File: src/logic/sdram_mux_pkg.sv
//~~~~~~~~~~~~~~~~~~~~~~~~~~~~~~~~~~~~~~~~~~~~~~~~~~~~~~~~~~~~~~~~~~~~
// Shared vector types and default sizes for the SDRAM read multiplexer
// Modules refer to these through scoped names
//~~~~~~~~~~~~~~~~~~~~~~~~~~~~~~~~~~~~~~~~~~~~~~~~~~~~~~~~~~~~~~~~~~~~

`default_nettype none

package sdram_mux_pkg;

    // Full word address as seen by the SDRAM controller
    typedef logic [21:0] sdram_addr_t;

    // One word returned by the controller
    typedef logic [31:0] sdram_data_t;

    // Client address inside its own region, before the offset is added
    typedef logic [21:0] slot_addr_t;

    // Number of client read slots
    localparam int DEFAULT_SLOTS = 4;

    // Controller queue depth, one credit per entry
    localparam int DEFAULT_CREDITS = 4;

endpackage : sdram_mux_pkg

`default_nettype wire
File: src/logic/resp_tracker.sv
//~~~~~~~~~~~~~~~~~~~~~~~~~~~~~~~~~~~~~~~~~~~~~~~~~~~~~~~~~~~~~~~~~~~~
// Credit counter and in-order queue of slot indexes. Each word from
// the controller goes back to the slot that asked for it
//~~~~~~~~~~~~~~~~~~~~~~~~~~~~~~~~~~~~~~~~~~~~~~~~~~~~~~~~~~~~~~~~~~~~

`default_nettype none
`timescale 1ns/1ps

module resp_tracker #(
    parameter int  SLOTS   = sdram_mux_pkg::DEFAULT_SLOTS,
    parameter int  CREDITS = sdram_mux_pkg::DEFAULT_CREDITS,
    localparam int IW      = (SLOTS > 1) ? $clog2(SLOTS) : 1
) (
    input  wire                         clk,
    input  wire                         rst,
    input  wire                         issue,
    input  wire [IW-1:0]                issue_slot,
    input  wire                         data_rdy,
    input  wire sdram_mux_pkg::sdram_data_t data_read,
    output logic                        credit_ok,
    output logic [SLOTS-1:0]            resp_valid,
    output sdram_mux_pkg::sdram_data_t  resp_data
);

    localparam int PW = (CREDITS > 1) ? $clog2(CREDITS) : 1;
    localparam int CW = $clog2(CREDITS + 1);

    // One entry per outstanding read
    logic [IW-1:0] fifo [CREDITS];
    logic [PW-1:0] wr_ptr;
    logic [PW-1:0] rd_ptr;
    logic [CW-1:0] credits;
    logic          fifo_empty;

    function automatic logic [PW-1:0] ptr_next(input logic [PW-1:0] p);
        return (int'(p) == CREDITS - 1) ? '0 : p + 1'b1;
    endfunction

    assign fifo_empty = (credits == CW'(CREDITS));

    // The arbiter decides a cycle before issue lands on the count,
    // so a credit being spent right now is not offered again
    assign credit_ok = (credits > CW'(issue));

    always_ff @(posedge clk) begin
        if (rst) begin
            credits    <= CW'(CREDITS);
            wr_ptr     <= '0;
            rd_ptr     <= '0;
            resp_valid <= '0;
        end else begin
            resp_valid <= '0;
            if (issue && !data_rdy) begin
                credits <= credits - 1'b1;
            end else if (data_rdy && !issue) begin
                credits <= credits + 1'b1;
            end
            if (issue) begin
                wr_ptr <= ptr_next(wr_ptr);
            end
            if (data_rdy) begin
                rd_ptr     <= ptr_next(rd_ptr);
                resp_valid <= SLOTS'(1) << fifo[rd_ptr];
            end
        end
    end

    always_ff @(posedge clk) begin
        if (issue) begin
            fifo[wr_ptr] <= issue_slot;
        end
        if (data_rdy) begin
            resp_data <= data_read;
        end
    end

    // Controller never answers a read that was not issued
    a_no_orphan_data: assert property (@(posedge clk) disable iff (rst)
        data_rdy |-> !fifo_empty);

    a_credit_bound: assert property (@(posedge clk) disable iff (rst)
        credits <= CW'(CREDITS));

endmodule : resp_tracker

`default_nettype wire

File: config.mk
export PLATFORM = sky130hd
export DESIGN_NAME = resp_tracker
export DESIGN_NICKNAME = d
export VERILOG_FILES = /design/src/logic/sdram_mux_pkg.sv /design/src/logic/resp_tracker.sv
export SDC_FILE = /design/constraint.sdc
export NUM_CORES = 1
export LEC_CHECK = 0
export BUFFER_PORTS_ARGS = -buffer_cell sky130_fd_sc_hd__buf_2
export CORE_MARGIN = 2
export CORE_UTILIZATION = 30
export CTS_CLUSTER_DIAMETER = 120
export DETAILED_ROUTE_END_ITERATION = 10
export GPL_TIMING_DRIVEN = 0
export SYNTH_ARGS = -nofsm -noshare
export SYNTH_HDL_FRONTEND = slang
export SYNTH_SLANG_ARGS = --single-unit
File: constraint.sdc
create_clock -name clk -period 1.8 [get_ports clk]
set_input_delay 0.09 -clock clk [delete_from_list [all_inputs] [get_ports clk]]
set_output_delay 0.09 -clock clk [all_outputs]
set_load 0.005 [all_outputs]
==> summary.md <==
| Metric | Value |
|---|---|
| Max-slew violations | 0 |
| Syn Nets | 147 |
| Gpl congestion | 0.6687 |
| # IOs | 75 |
| PortBufs | 73 |
| Wire per inst | 12.29 µm |
| Synth Area per Inst | 18.07 µm² |
| Top-area cell type share of the netlist area | 65.80% |
| # rows | 28 |
| NetSw | 0.5292 mW |
| CTS tree | built |
| Adder-Cell Fraction of Synth Area | 5.894% |
| Power density cells | 925.8 nW/µm² |
| Area Overhead vs Synth | 48.94% |
| Pleak | 1.143 nW |
| Outcome | finished clean |
| Starting DRT DRC Count | 37 |
| Main synth FF type | edfxtp_1 |
| Pre-Repair DR Iteration Count | 3 |
| #FFs+latches synth | 53 |
| Synth area leader | edfxtp_1 |
| Setup Crit Path Kind | flip-flop to flip-flop |
| Multi-input combinational cell area | 337.8 µm² |
| Final ANT Viol Nets | 0 |
| Slew @ Worst Pin | 445.8 ps |
| Worst-path fanout max | 2 |
| HPWL after detailed placement | 2401 µm |
| Storage element area | 1461 µm² |
| Initial antenna violation count | 0 |
| Root Driver | clkbuf_8 |
| Final hold vios | 0 |
| Htree depth | 2 |
| Util after Layout | 46.19% |
| Synth Area in Compound Gates | 1.097% |
| ANT cells | 0 |
| Clk slew on worst S/H paths | 90 ps |
| Share of post-route cells with drive strength above 1 | 38.79% |
| Post-Synth Simple-Gate Area | 6.237% |
| Starting Density | 31.02% |
| FFs w/ async S/R, synth | 0% |
| Count of cell types in the netlist | 20 |
| Die Area | 6725 µm² |
| Worst Setup Start Kind | flip-flop |
| Relative slew slack | 70.28% |
| Switching Share | 21.03% |
| Clock power share | 31.6% |
| Vias/cell | 4.021 |
| Internal power | 1.988 mW |
| Top area cells in the synthesized netlist | edfxtp_1, dfxtp_1, ha_1, nor2_1, mux2i_1 |
| Max Clock Freq | 0.5927 GHz |
| Clock sinks | 53 |
| Global Route Usage Sum | 10.11% |
| Setup violations, final | 0 |
| Pin count of the biggest net entering global routing | 37 |
| Number of global-route vias before repair | 1081 |
| Worst Skew | 8.642 ps |
| Sequential share of the synthesized area | 80.05% |
| Final Power | 2.517 mW |
| Mapped Cells | 101 |
| Vias | 1162 |
| RSZ-0062 raised after global routing | false |
| Chip Width | 82.01 µm |
| Global-route wire length before repair | 4947 µm |
| Yosys warning count | 0 |
| Post-synthesis xor/xnor area fraction | 0.9596% |
| Skew-Pair Late Insertion Delay | 300 ps |
| Largest family of logic cells by synthesized area | simple AND/OR/NAND/NOR gates |
| Setup repair bufs after CTS | 0 |
| Max Cap Viol | 0 |
| Synth Cell Area | 1826 µm² |
| Grt ovf | 0 |
| Sequential fraction of design power | 57.2% |
| CTS max path bufs | 2 |
| Fin crit period | 1687 ps |
| Crit. End Element | flip-flop |
| DRC violations left | 0 |
| Crit path DAT | 1860 ps |
| Period utilisation layout | 93.73% |
| Hold Path Class | input pin to flip-flop |
| Total CTS buffers | 5 |
| Core Area | 5886 µm² |
| # fillers | 546 |
| Max VDD drop | 0.0004052 V |
| Fin nets | 259 |
| Wirelength, routed | 3552 µm |
| Comb pwr share | 11.2% |
| Mux share of post-synthesis cell area | 4.318% |
| Post-synth EDFFs | 40 |
| Worst path required time | 1980 ps |
| Y dimension of the die | 82.01 µm |
## per-layer routing
layer	vias up	wire (µm)	GRT usage, %
met5	-	0	0
met4	0	30	2.500
met1	511	1498	11.04
li1	583	-	-
met3	6	437	5.165
met2	62	1586	17.40
## placed cells by master (no fill, tap or decap), types with 2 or more instances in the layout
cell type      Yosys  final
dlygate4sd3_1      0     32
nor2_1            11     11
xor2_1             2      2
dfxtp_1           13     13
mux2i_1            3      3
clkbuf_8           0      5
clkbuf_1           1      2
buf_2              0     72
and2_1             4      4
a21oi_1            2      2
ha_1               7      7
edfxtp_1          40     40
nor2b_1            2      2
inv_1              6      5
## worst max-delay path: stages, from the launching register on
cell and delay (ps):
dfxtp_1 350, inv_1 80, fa_1 430, xor2_1 160
o21ai_1 110, or3b_2 440
## state kept, by name, summed over array words and instances (netlist names), named ones only
| register | count |
|---|---|
| credits | 3 |
| resp_data | 32 |
| wr_ptr | 2 |
| rd_ptr | 2 |
| resp_valid | 4 |
| fifo | 8 |
## timing repair
action / CTS / global route
endpoints found under the setup margin: 1 / 1
resized for setup: 1 / 2
hold buffers: 32 / 0
endpoints found under the hold margin: 32 / 0
## power groups by stage
stage                     clock network, mW  logic, mW  registers [mW]
after floorplan                           0     0.0826            1.48
after global placement                    0      0.224            1.47
after detailed placement                  0      0.229            1.47
after CTS                             0.828      0.285            1.44
after global routing                  0.878      0.322            1.45
final                                 0.796      0.282            1.44
## per-stage QoR
step                      setup TNS [ps]  area (µm²)  setup slack [ps]  std cells  hold slack [ps]
after floorplan                        0        1826             163.1        101            188.9
after global placement            -517.7        2285            -406.4        249            267.0
after detailed placement          -613.1        2285            -450.5        249            268.4
after CTS                              0        2719             63.55        289            13.84
after global routing                   0        2719             27.23        289            4.474
final                                  0        2719             112.8        289            15.28
## final timing paths
kind                               startpoint    endpoint  slack, ps  cells past startpoint
worst max-delay path               credits[0]  credits[2]        110                      5
worst min-delay path            issue_slot[0]  fifo[2][0]         20                      1
worst max register to register     credits[0]  credits[2]        110                      5
worst min register to register     credits[0]  credits[0]        520                      2
## layout make-up
cell class,instances,share of cell area (%)
Sequential cell,53,53.75
Timing Repair Buffer,105,25.31
Multi-Input combinational cell,41,12.43
Tap cell,75,3.451
Clock buffer,6,2.669
Clock inverter,2,1.427
Inverter,6,0.8283
Buffer,1,0.1381
## kinds of logic after synthesis
family,Yosys count
buf+inv,7
flops,53
xor+xnor,2
simple gates,22
mux,5
compound gates,4
fa+ha+maj,8
## synthesized netlist by cell type (all sizes together) (2+ instances only)
master / instances
and2: 4
ha: 7
mux4: 2
edfxtp: 40
a21oi: 2
nor2b: 2
inv: 6
dfxtp: 13
xor2: 2
o21ai: 2
mux2i: 3
nor2: 11
Note: power is estimated with default switching activity, not from simulation.
