<file path="config.mk">
export PLATFORM = sky130hd
export DESIGN_NAME = sdram_slot
export DESIGN_NICKNAME = d
export VERILOG_FILES = /design/src/logic/sdram_mux_pkg.sv /design/src/logic/sdram_slot.sv
export SDC_FILE = /design/constraint.sdc
export NUM_CORES = 1
export LEC_CHECK = 0
export ABC_AREA = 1
export BUFFER_PORTS_ARGS = -buffer_cell sky130_fd_sc_hd__buf_2
export CAP_MARGIN = 25
export CORE_MARGIN = 4
export CORE_UTILIZATION = 49
export DETAILED_ROUTE_END_ITERATION = 7
export PLACE_DENSITY = 0.83
export SKIP_CTS_REPAIR_TIMING = 1
export SYNTH_ARGS = -nofsm -noshare
export SYNTH_HDL_FRONTEND = slang
export SYNTH_SLANG_ARGS = --single-unit
</file>
<file path="constraint.sdc">
create_clock -name clk -period 2.95 [get_ports clk]
set_clock_uncertainty 0.05 [all_clocks]
set_input_delay 0.4425 -clock clk [delete_from_list [all_inputs] [get_ports clk]]
set_output_delay 0.4425 -clock clk [all_outputs]
set_load 0.05 [all_outputs]
</file>
<file path="src/logic/sdram_mux_pkg.sv">
//~~~~~~~~~~~~~~~~~~~~~~~~~~~~~~~~~~~~~~~~~~~~~~~~~~~~~~~~~~~~~~~~~~~~
// Shared vector types and default sizes for the SDRAM read multiplexer
// Modules refer to these through scoped names
//~~~~~~~~~~~~~~~~~~~~~~~~~~~~~~~~~~~~~~~~~~~~~~~~~~~~~~~~~~~~~~~~~~~~

`default_nettype none

package sdram_mux_pkg;

    // Full word address as seen by the SDRAM controller
    typedef logic [21:0] sdram_addr_t;

    // One word returned by the controller
    typedef logic [31:0] sdram_data_t;

    // Client address inside its own region, before the offset is added
    typedef logic [21:0] slot_addr_t;

    // Number of client read slots
    localparam int DEFAULT_SLOTS = 4;

    // Controller queue depth, one credit per entry
    localparam int DEFAULT_CREDITS = 4;

endpackage : sdram_mux_pkg

`default_nettype wire
</file>
<file path="src/logic/sdram_slot.sv">
//~~~~~~~~~~~~~~~~~~~~~~~~~~~~~~~~~~~~~~~~~~~~~~~~~~~~~~~~~~~~~~~~~~~~
// Read slot for one client. Adds the region offset, keeps the last
// fetched word and raises a request to the arbiter on a miss
//~~~~~~~~~~~~~~~~~~~~~~~~~~~~~~~~~~~~~~~~~~~~~~~~~~~~~~~~~~~~~~~~~~~~

`default_nettype none
`timescale 1ns/1ps

module sdram_slot #(
    parameter sdram_mux_pkg::sdram_addr_t OFFSET = '0
) (
    input  wire                         clk,
    input  wire                         rst,
    input  wire                         cs,
    input  wire sdram_mux_pkg::slot_addr_t  addr,
    output sdram_mux_pkg::sdram_data_t  data,
    output logic                        ok,
    output logic                        req,
    output sdram_mux_pkg::sdram_addr_t  req_addr,
    input  wire                         grant,
    input  wire                         resp_valid,
    input  wire sdram_mux_pkg::sdram_data_t resp_data
);

    // Address of the word held in data
    sdram_mux_pkg::slot_addr_t cache_addr;
    logic                      cache_valid;
    // Address of the fetch in flight
    sdram_mux_pkg::slot_addr_t fetch_addr;
    logic                      busy;

    logic hit;
    logic miss;
    logic fill;

    assign hit  = cache_valid && (cache_addr == addr);
    assign miss = cs && !hit && !busy && !req;
    // Stale words are dropped, the slot asks again once idle
    assign fill = resp_valid && (fetch_addr == addr);

    always_ff @(posedge clk) begin
        if (rst) begin
            cache_valid <= 1'b0;
            busy        <= 1'b0;
            req         <= 1'b0;
            ok          <= 1'b0;
        end else begin
            // A returning word can raise ok in the cycle it is written
            ok <= cs && (fill || hit);
            if (resp_valid) begin
                busy <= 1'b0;
            end
            if (fill) begin
                cache_valid <= 1'b1;
            end
            if (grant) begin
                req  <= 1'b0;
                busy <= 1'b1;
            end else if (miss) begin
                req <= 1'b1;
            end
        end
    end

    always_ff @(posedge clk) begin
        if (fill) begin
            cache_addr <= fetch_addr;
            data       <= resp_data;
        end
        if (miss) begin
            fetch_addr <= addr;
            req_addr   <= OFFSET + sdram_mux_pkg::sdram_addr_t'(addr);
        end
    end

    // Arbiter only grants slots that are asking
    a_grant_needs_req: assert property (@(posedge clk) disable iff (rst)
        grant |-> req);

    // Tracker only routes data to a slot with a fetch outstanding
    a_resp_needs_busy: assert property (@(posedge clk) disable iff (rst)
        resp_valid |-> busy);

endmodule : sdram_slot

`default_nettype wire

</file>
==> flow_metrics.env <==
export IMPL_cp_top_family="buffers and inverters"
export IMPL_drive_gt1_share_pct=33.9
export IMPL_die_area_sq_um=7930
export IMPL_detailroute_via_count=2344
export IMPL_grt_start_max_net_pins=36
export IMPL_globalRoute_totalOverflow=0
export IMPL_area_growth_syn_to_layout_pct=29.3
export IMPL_crit_end_category="flip-flop"
export IMPL_slew_headroom_pct=67.9
export IMPL_io_pins=115
export IMPL_root_buffer="sky130_fd_sc_hd__clkbuf_8"
export IMPL_clk_transition_reported_paths_ns=0.08
export IMPL_initial_core_util_pct=50.7
export IMPL_post_route_drc_count=0
export IMPL_final_cell_mix="sky130_fd_sc_hd__buf_2 (114), sky130_fd_sc_hd__nand2_1 (90), sky130_fd_sc_hd__edfxtp_1 (76), sky130_fd_sc_hd__inv_1 (49), sky130_fd_sc_hd__nor2_1 (29)"
export IMPL_delay_of_the_slowest_cell_on_the_worst_path_ns=0.46
export IMPL_netlist_cell_type_count=18
export IMPL_regToRegStartpoint="fetch_addr[5]"
export IMPL_die_height_um=89.1
export IMPL_yosysTopAreaCellShare_pct=70.9
export IMPL_cts_num_sinks=80
export IMPL_cpMaxStageDelayCell="sky130_fd_sc_hd__edfxtp_1"
export IMPL_r2r_end="cache_addr[0]"
export IMPL_postSynthCellCount=287
export IMPL_cts_tree="done"
export IMPL_synth_ff_latch_count=80
export IMPL_worst_path_max_fanout=35
export IMPL_finalCoreUtilization_pct=65.6
export IMPL_mappedNetlistArea_sq_um=3220
export IMPL_post_synth_top_area_cell="sky130_fd_sc_hd__edfxtp_1"
export IMPL_chain_of_cells_forming_the_critical_path="inv_1, o21ai_1, nor2_1, nand2_1, nor2_1, nand3_2, inv_2, buf_12"
export IMPL_route_detailed_vias_per_inst=4.73
export IMPL_synthesis_area_per_instance_sq_um=11.2
export IMPL_post_route_min_period_ns=2.15
export IMPL_floorplan_rows=29
export IMPL_r2r_setup_slack_ns=0.80
export IMPL_numPortBuffers=114
export IMPL_place_gp_congestion=0.797
export IMPL_detail_route_wirelength_mm=7.14
export IMPL_worst_hold_path_depth=1
export IMPL_timing_worst_slew_pin_value_ns=0.481
export IMPL_vdd_drop_max_uv=357
export IMPL_outcome="finished, final reports clean"
export IMPL_regArea_sq_um=2360
export IMPL_postSynthNetCount=346
export IMPL_drv_max_cap_violation_count=0
export IMPL_timing_setup_tns_ns=0
export IMPL_clock_tree_htree_level_count=3
export IMPL_design_core_area_sq_um=6350
export IMPL_ff_to_ff_path_depth=8
export IMPL_finalSetupViolations=0
export IMPL_antenna_diode_count=0
export IMPL_worst_ep_arrival_time_ns=2.15
export IMPL_global_route_usage_total_pct=18.6
export IMPL_design_final_nets=473
export IMPL_hold_path_class="in -> reg"
export IMPL_mostFrequentLayoutCell="sky130_fd_sc_hd__buf_2"
export IMPL_nFillCells=454
export IMPL_max_freq_mhz=465
export IMPL_floorplan_die_width_um=89.1
export IMPL_ys_warn_count=0
export IMPL_synth_sequential_area_ratio_pct=73.3
export IMPL_number_of_buffers_added_by_the_clock_tree_synthesis_step=9
export IMPL_rsz0062_at_grt="no"
export IMPL_power_density_nw_per_um2=594
export IMPL_crit_path_frequent_cell="sky130_fd_sc_hd__nor2_1"
export IMPL_synth_top_cells_by_area="sky130_fd_sc_hd__edfxtp_1 (71%), sky130_fd_sc_hd__nand2_1 (10%), sky130_fd_sc_hd__inv_1 (5.8%)"
export IMPL_hold_path_endpoint="data[9]"
export IMPL_timing_max_transition_violations_final=0
export IMPL_multi_input_comb_area_sq_um=656
export IMPL_clock_insertion_delay_worst_skew_ns=0.35
export IMPL_cp_num_buf_inv=3
export IMPL_drtIter0Drc=182
export IMPL_deepest_clock_path_buffer_count=2
export IMPL_layout_worst_path_cycle_share_pct=72.9
export IMPL_power_static_leakage_nw=1.93
export IMPL_detailed_place_hpwl_mm=5.41
export IMPL_cp_start_kind="flip-flop"
export IMPL_antenna_nets_post_route=0
export IMPL_worst_ep_required_time_ns=2.95
export IMPL_via_count_of_the_first_global_routing_pass=2355
export IMPL_drtPass1Iterations=4
export IMPL_worstSetupPathType="reg -> reg"
export IMPL_hold_violations=0
export IMPL_antenna_found_initial=0
export IMPL_route_detailed_wl_per_inst_um=14.4
export IMPL_hold_path_startpoint="resp_data[9]"
export IMPL_wire_length_of_the_first_global_routing_pass_mm=10.8
## through the flow
stage	instances	total power [mW]	hold slack (ns)	worst slack [ns]	instance area [sq um]
6_report	496	2.48	0.212	0.801	4160
2_1_floorplan	287	1.43	0.374	0.194	3220
3_3_place_gp	480	1.51	0.390	0.746	3920
5_1_grt	496	2.57	0.187	0.639	4160
4_1_cts	496	2.49	0.203	0.800	4160
3_5_place_dp	480	1.52	0.394	0.687	3920
## how the worst max path moves through the flow
stage / endpoint / slack, ns / cells past startpoint / start
6_report: cache_addr[0] / 0.80 / 8 / fetch_addr[5]
5_1_grt: data[15] / 0.64 / 8 / fetch_addr[10]
4_1_cts: data[1] / 0.80 / 8 / fetch_addr[5]
3_5_place_dp: data[1] / 0.69 / 8 / addr[20]
3_3_place_gp: data[10] / 0.75 / 9 / addr[15]
2_1_floorplan: cache_addr[0] / 0.19 / 8 / fetch_addr[3]
## cells in the mapped netlist
| cell type | n |
|---|---|
| sky130_fd_sc_hd__nand3_1 | 4 |
| sky130_fd_sc_hd__xnor2_1 | 5 |
| sky130_fd_sc_hd__nor3_1 | 1 |
| sky130_fd_sc_hd__nand2_2 | 1 |
| sky130_fd_sc_hd__nor3b_1 | 1 |
| sky130_fd_sc_hd__xor2_1 | 1 |
| sky130_fd_sc_hd__nor2_2 | 2 |
| sky130_fd_sc_hd__inv_1 | 50 |
| sky130_fd_sc_hd__edfxtp_1 | 76 |
| sky130_fd_sc_hd__dfxtp_1 | 4 |
| sky130_fd_sc_hd__nand3_2 | 1 |
| sky130_fd_sc_hd__a21oi_1 | 5 |
| sky130_fd_sc_hd__nand2_1 | 90 |
| sky130_fd_sc_hd__nor2_1 | 29 |
| sky130_fd_sc_hd__o21ai_1 | 6 |
| sky130_fd_sc_hd__nor3_2 | 1 |
| sky130_fd_sc_hd__o21ai_0 | 6 |
| sky130_fd_sc_hd__inv_2 | 4 |
## per-layer routing
metal	vias up	track usage, %	wire length (um)
li1	1173	-	-
met1	1073	21.9	2750
met2	84	32.7	3730
met3	14	3.13	486
met4	0	9.61	166
met5	-	0	0
## layout make-up
cell class / count / area share, %
clock inverters: 7 / 3.00
well taps: 77 / 2.31
clock buffers: 9 / 2.97
inverters: 54 / 4.87
multi-input cells: 153 / 15.7
flip-flops and latches: 80 / 56.7
repair buffers: 116 / 14.4
## flip-flops by register name, summed over array words and instances, names as in the netlist
signal / cells
req: 1
cache_addr: 22
data: 32
fetch_addr: 22
ok: 1
busy: 1
cache_valid: 1
## cells by family (layout without fill, tap and decap cells)
| logic type | after synthesis | in the layout | synth area share [%] |
|---|---|---|---|
| flops | 80 | 80 | 73.3 |
| buf+inv | 54 | 186 | 6.29 |
| compound gates | 17 | 17 | 2.64 |
| simple gates | 130 | 130 | 16.1 |
| xor+xnor | 6 | 6 | 1.63 |
## power breakdown
part	total, mW	internal [mW]	switching (mW)
Combinational	0.210	0.0674	0.143
Sequential	1.28	1.27	0.0180
Clock	0.981	0.572	0.408
Power figures use the tool's default switching activity.
